**src/verilog/load_use_hazard.sv**
```systemverilog
`default_nettype none

module load_use_hazard (
    input  logic       ex_mem_read,
    input  logic [4:0] ex_w_regnum,
    input  logic [4:0] rs_num,
    input  logic [4:0] rt_num,
    input  logic       b_is_reg,
    output logic       stall
);

    logic load_in_ex;
    logic rs_match;
    logic rt_match;

    // A load into register 0 never produces a value anyone waits for
    assign load_in_ex = ex_mem_read && (ex_w_regnum != 5'd0);

    assign rs_match = (ex_w_regnum == rs_num);
    assign rt_match = b_is_reg && (ex_w_regnum == rt_num);   // rt only counts when it is read

    assign stall = load_in_ex && (rs_match || rt_match);

endmodule

`default_nettype wire

```
**config.mk**
```make
export PLATFORM = sky130hd
export DESIGN_NAME = load_use_hazard
export DESIGN_NICKNAME = d
export VERILOG_FILES = /design/src/verilog/load_use_hazard.sv
export SDC_FILE = /design/constraint.sdc
export NUM_CORES = 1
export LEC_CHECK = 0
export ABC_AREA = 1
export BUFFER_PORTS_ARGS = -buffer_cell sky130_fd_sc_hd__buf_4
export CAP_MARGIN = 0
export CELL_PAD_IN_SITES_DETAIL_PLACEMENT = 0
export CELL_PAD_IN_SITES_GLOBAL_PLACEMENT = 2
export CORE_UTILIZATION = 15
export DETAILED_ROUTE_END_ITERATION = 8
export GPL_TIMING_DRIVEN = 1
export PLACE_DENSITY = 0.94
export SLEW_MARGIN = 20
export SYNTH_ARGS = -nofsm -noshare
export SYNTH_HDL_FRONTEND = slang
export SYNTH_SLANG_ARGS = --single-unit
```
**constraint.sdc**
```tcl
create_clock -name vclk -period 0.8
set_input_delay 0 -clock vclk [all_inputs]
set_output_delay 0 -clock vclk [all_outputs]
set_load 0.005 [all_outputs]
```
==> metrics <==
status=completed; number of remaining DRC errors=0; Netlist Area Pre-Place=a little over 200 um2; crit end category=primary output; post-layout util=28.0%; chip width=between 30 and 40 um; most frequent cells in the layout=nand2_1, buf_4, inv_1; Top Family by Delay on Critical Path=simple AND/OR/NAND/NOR gates; Worst-Margin Slew=0.135 ns; arrival time worst endpoint=~0.7 ns; total global routing overflow=0; CP required=approximately 0.80 ns; LEAKAGE=roughly 0.00025 uW; # rows=13; Distinct cells, synth=8; pin count of the biggest net entering global routing=6; number of I/O port buffers=18; die area=between 1500 and 2000 um2; GP Congestion=between 0.6 and 0.7; M2 GR Usage=12.9%; first-pass GRT wire length=between 800 and 900 um; drt total wl=between 500 and 600 um; hold-fix buffers at CTS=0; fin nets=between 80 and 90; post-DP HPWL=between 400 and 500 um; YS warnings=0; Post-CTS Setup Repair Bufs=0; flip-flop and latch count=0; vias per inst=3.65; critical path's largest stage delay=~0.15 ns; fill cell count=153; routing usage on met1=between 10% and 20%; final number of max-transition violations=0; final setup violation count=0; CP max-delay cell=a21oi_1; io pins=18; Iteration-0 DRC Markers=1; Min Hold Slack=0.336 ns; CP bufs+invs=3; area delta synth->final=74.5%; most common cell after layout, fill and taps aside=nand2_1; Fin. Hold Viols=0; Worst setup SP type=input port; FMAX=around 1.4 GHz; busiest metal layer after global routing=met2; Seq/Total Area, Yosys=0%; HP Class=input port to primary output; Finished Cell Area=360 um2; worst-path fanout max=3; Reg area=0 um2; clkbuf count=0; vias in the first global route=236; met3 GRT Util=0%; WL/cell=slightly above 6 um; Multi-input gate area=~160 um2; vias post-DR=310; Post-Synthesis Cells=52; syn_nets=69; Post-Route Setup TNS=0 ns; minimum clock period=about 0.7 ns; Total GRT Usage=under 10%; pwr dens=roughly 420 nW/um2; critical-path cell list=buf_4, inv_1, nand2_1, nand2_1, nor2_1, nand3_1, a21oi_1, buf_4; CP Class=input port to primary output; core area=~1300 um2; drt pass-1 iters=4; placed cell area=approximately 360 um2; Antenna Nets Post-Route=0; maxcap violations=0; Die Height=roughly 40 um; initial antenna violation count=0; diode count=0; post-cts sizing count=0; VDD IR max=0.000111 V; Slew Limit Headroom=90.9%; Starting Density=16.1%; share of layout cells above drive strength 1=between 20 and 30%; crit share post-route=87.9%; RSZ-0062 raised after global routing=false; Mean Syn Cell Area=~4 um2
-- path summary, 6_finish.rpt --
path                      startpoint    end  slack [ns]  cells after the start
worst min-delay path     ex_mem_read  stall        0.34                      4
worst max-delay path  ex_w_regnum[3]  stall         0.1                      8
-- where the power goes --
group	internal [uW]	total (uW)	switching (uW)	leakage [uW]
Combinational	86.2	152	65.4	0.000249
Clock	0	0	0	0
Sequential	0	0	0	0
Total	86.2	152	65.4	0.000249
-- per-stage QoR --
stage / instances / worst slack [ns] / total power (uW)
6_report: 85 / 0.0968 / 152
4_1_cts: 85 / 0.0809 / 154
3_3_place_gp: 85 / 0.0657 / 155
2_1_floorplan: 52 / 0.357 / 65.4
5_1_grt: 85 / 0.00969 / 174
3_5_place_dp: 85 / 0.0820 / 153
-- kinds of logic after synthesis --
| logic type | share of synthesized area [%] |
|---|---|
| AND/OR/NAND/NOR | 67.3 |
| XOR/XNOR | 4.24 |
| buffers and inverters | 23.6 |
| AO/OA/AOI/OAI | 4.84 |
-- final cells by class --
| class | count | area share [%] |
|---|---|---|
| tap | 15 | 5.21 |
| timing repair buffer | 18 | 37.5 |
| multi-input combinational | 39 | 43.7 |
| inverter | 13 | 13.5 |
-- metal layers --
metal | up-vias | part of all wire (%)
li1 | 184 | -
met1 | 113 | 47
met2 | 13 | 43
met3 | 0 | 9.8
met4 | 0 | 0
met5 | - | 0
-- cell usage after synthesis --
library cell	instances	area share, %
a21oi_1	1	2.4
inv_1	11	20
inv_2	2	3.6
nand2_1	24	44
nand3_1	3	7.3
nor2_1	9	16
o21ai_0	1	2.4
xnor2_1	1	4.2
Note: power is estimated with default switching activity, not from simulation.
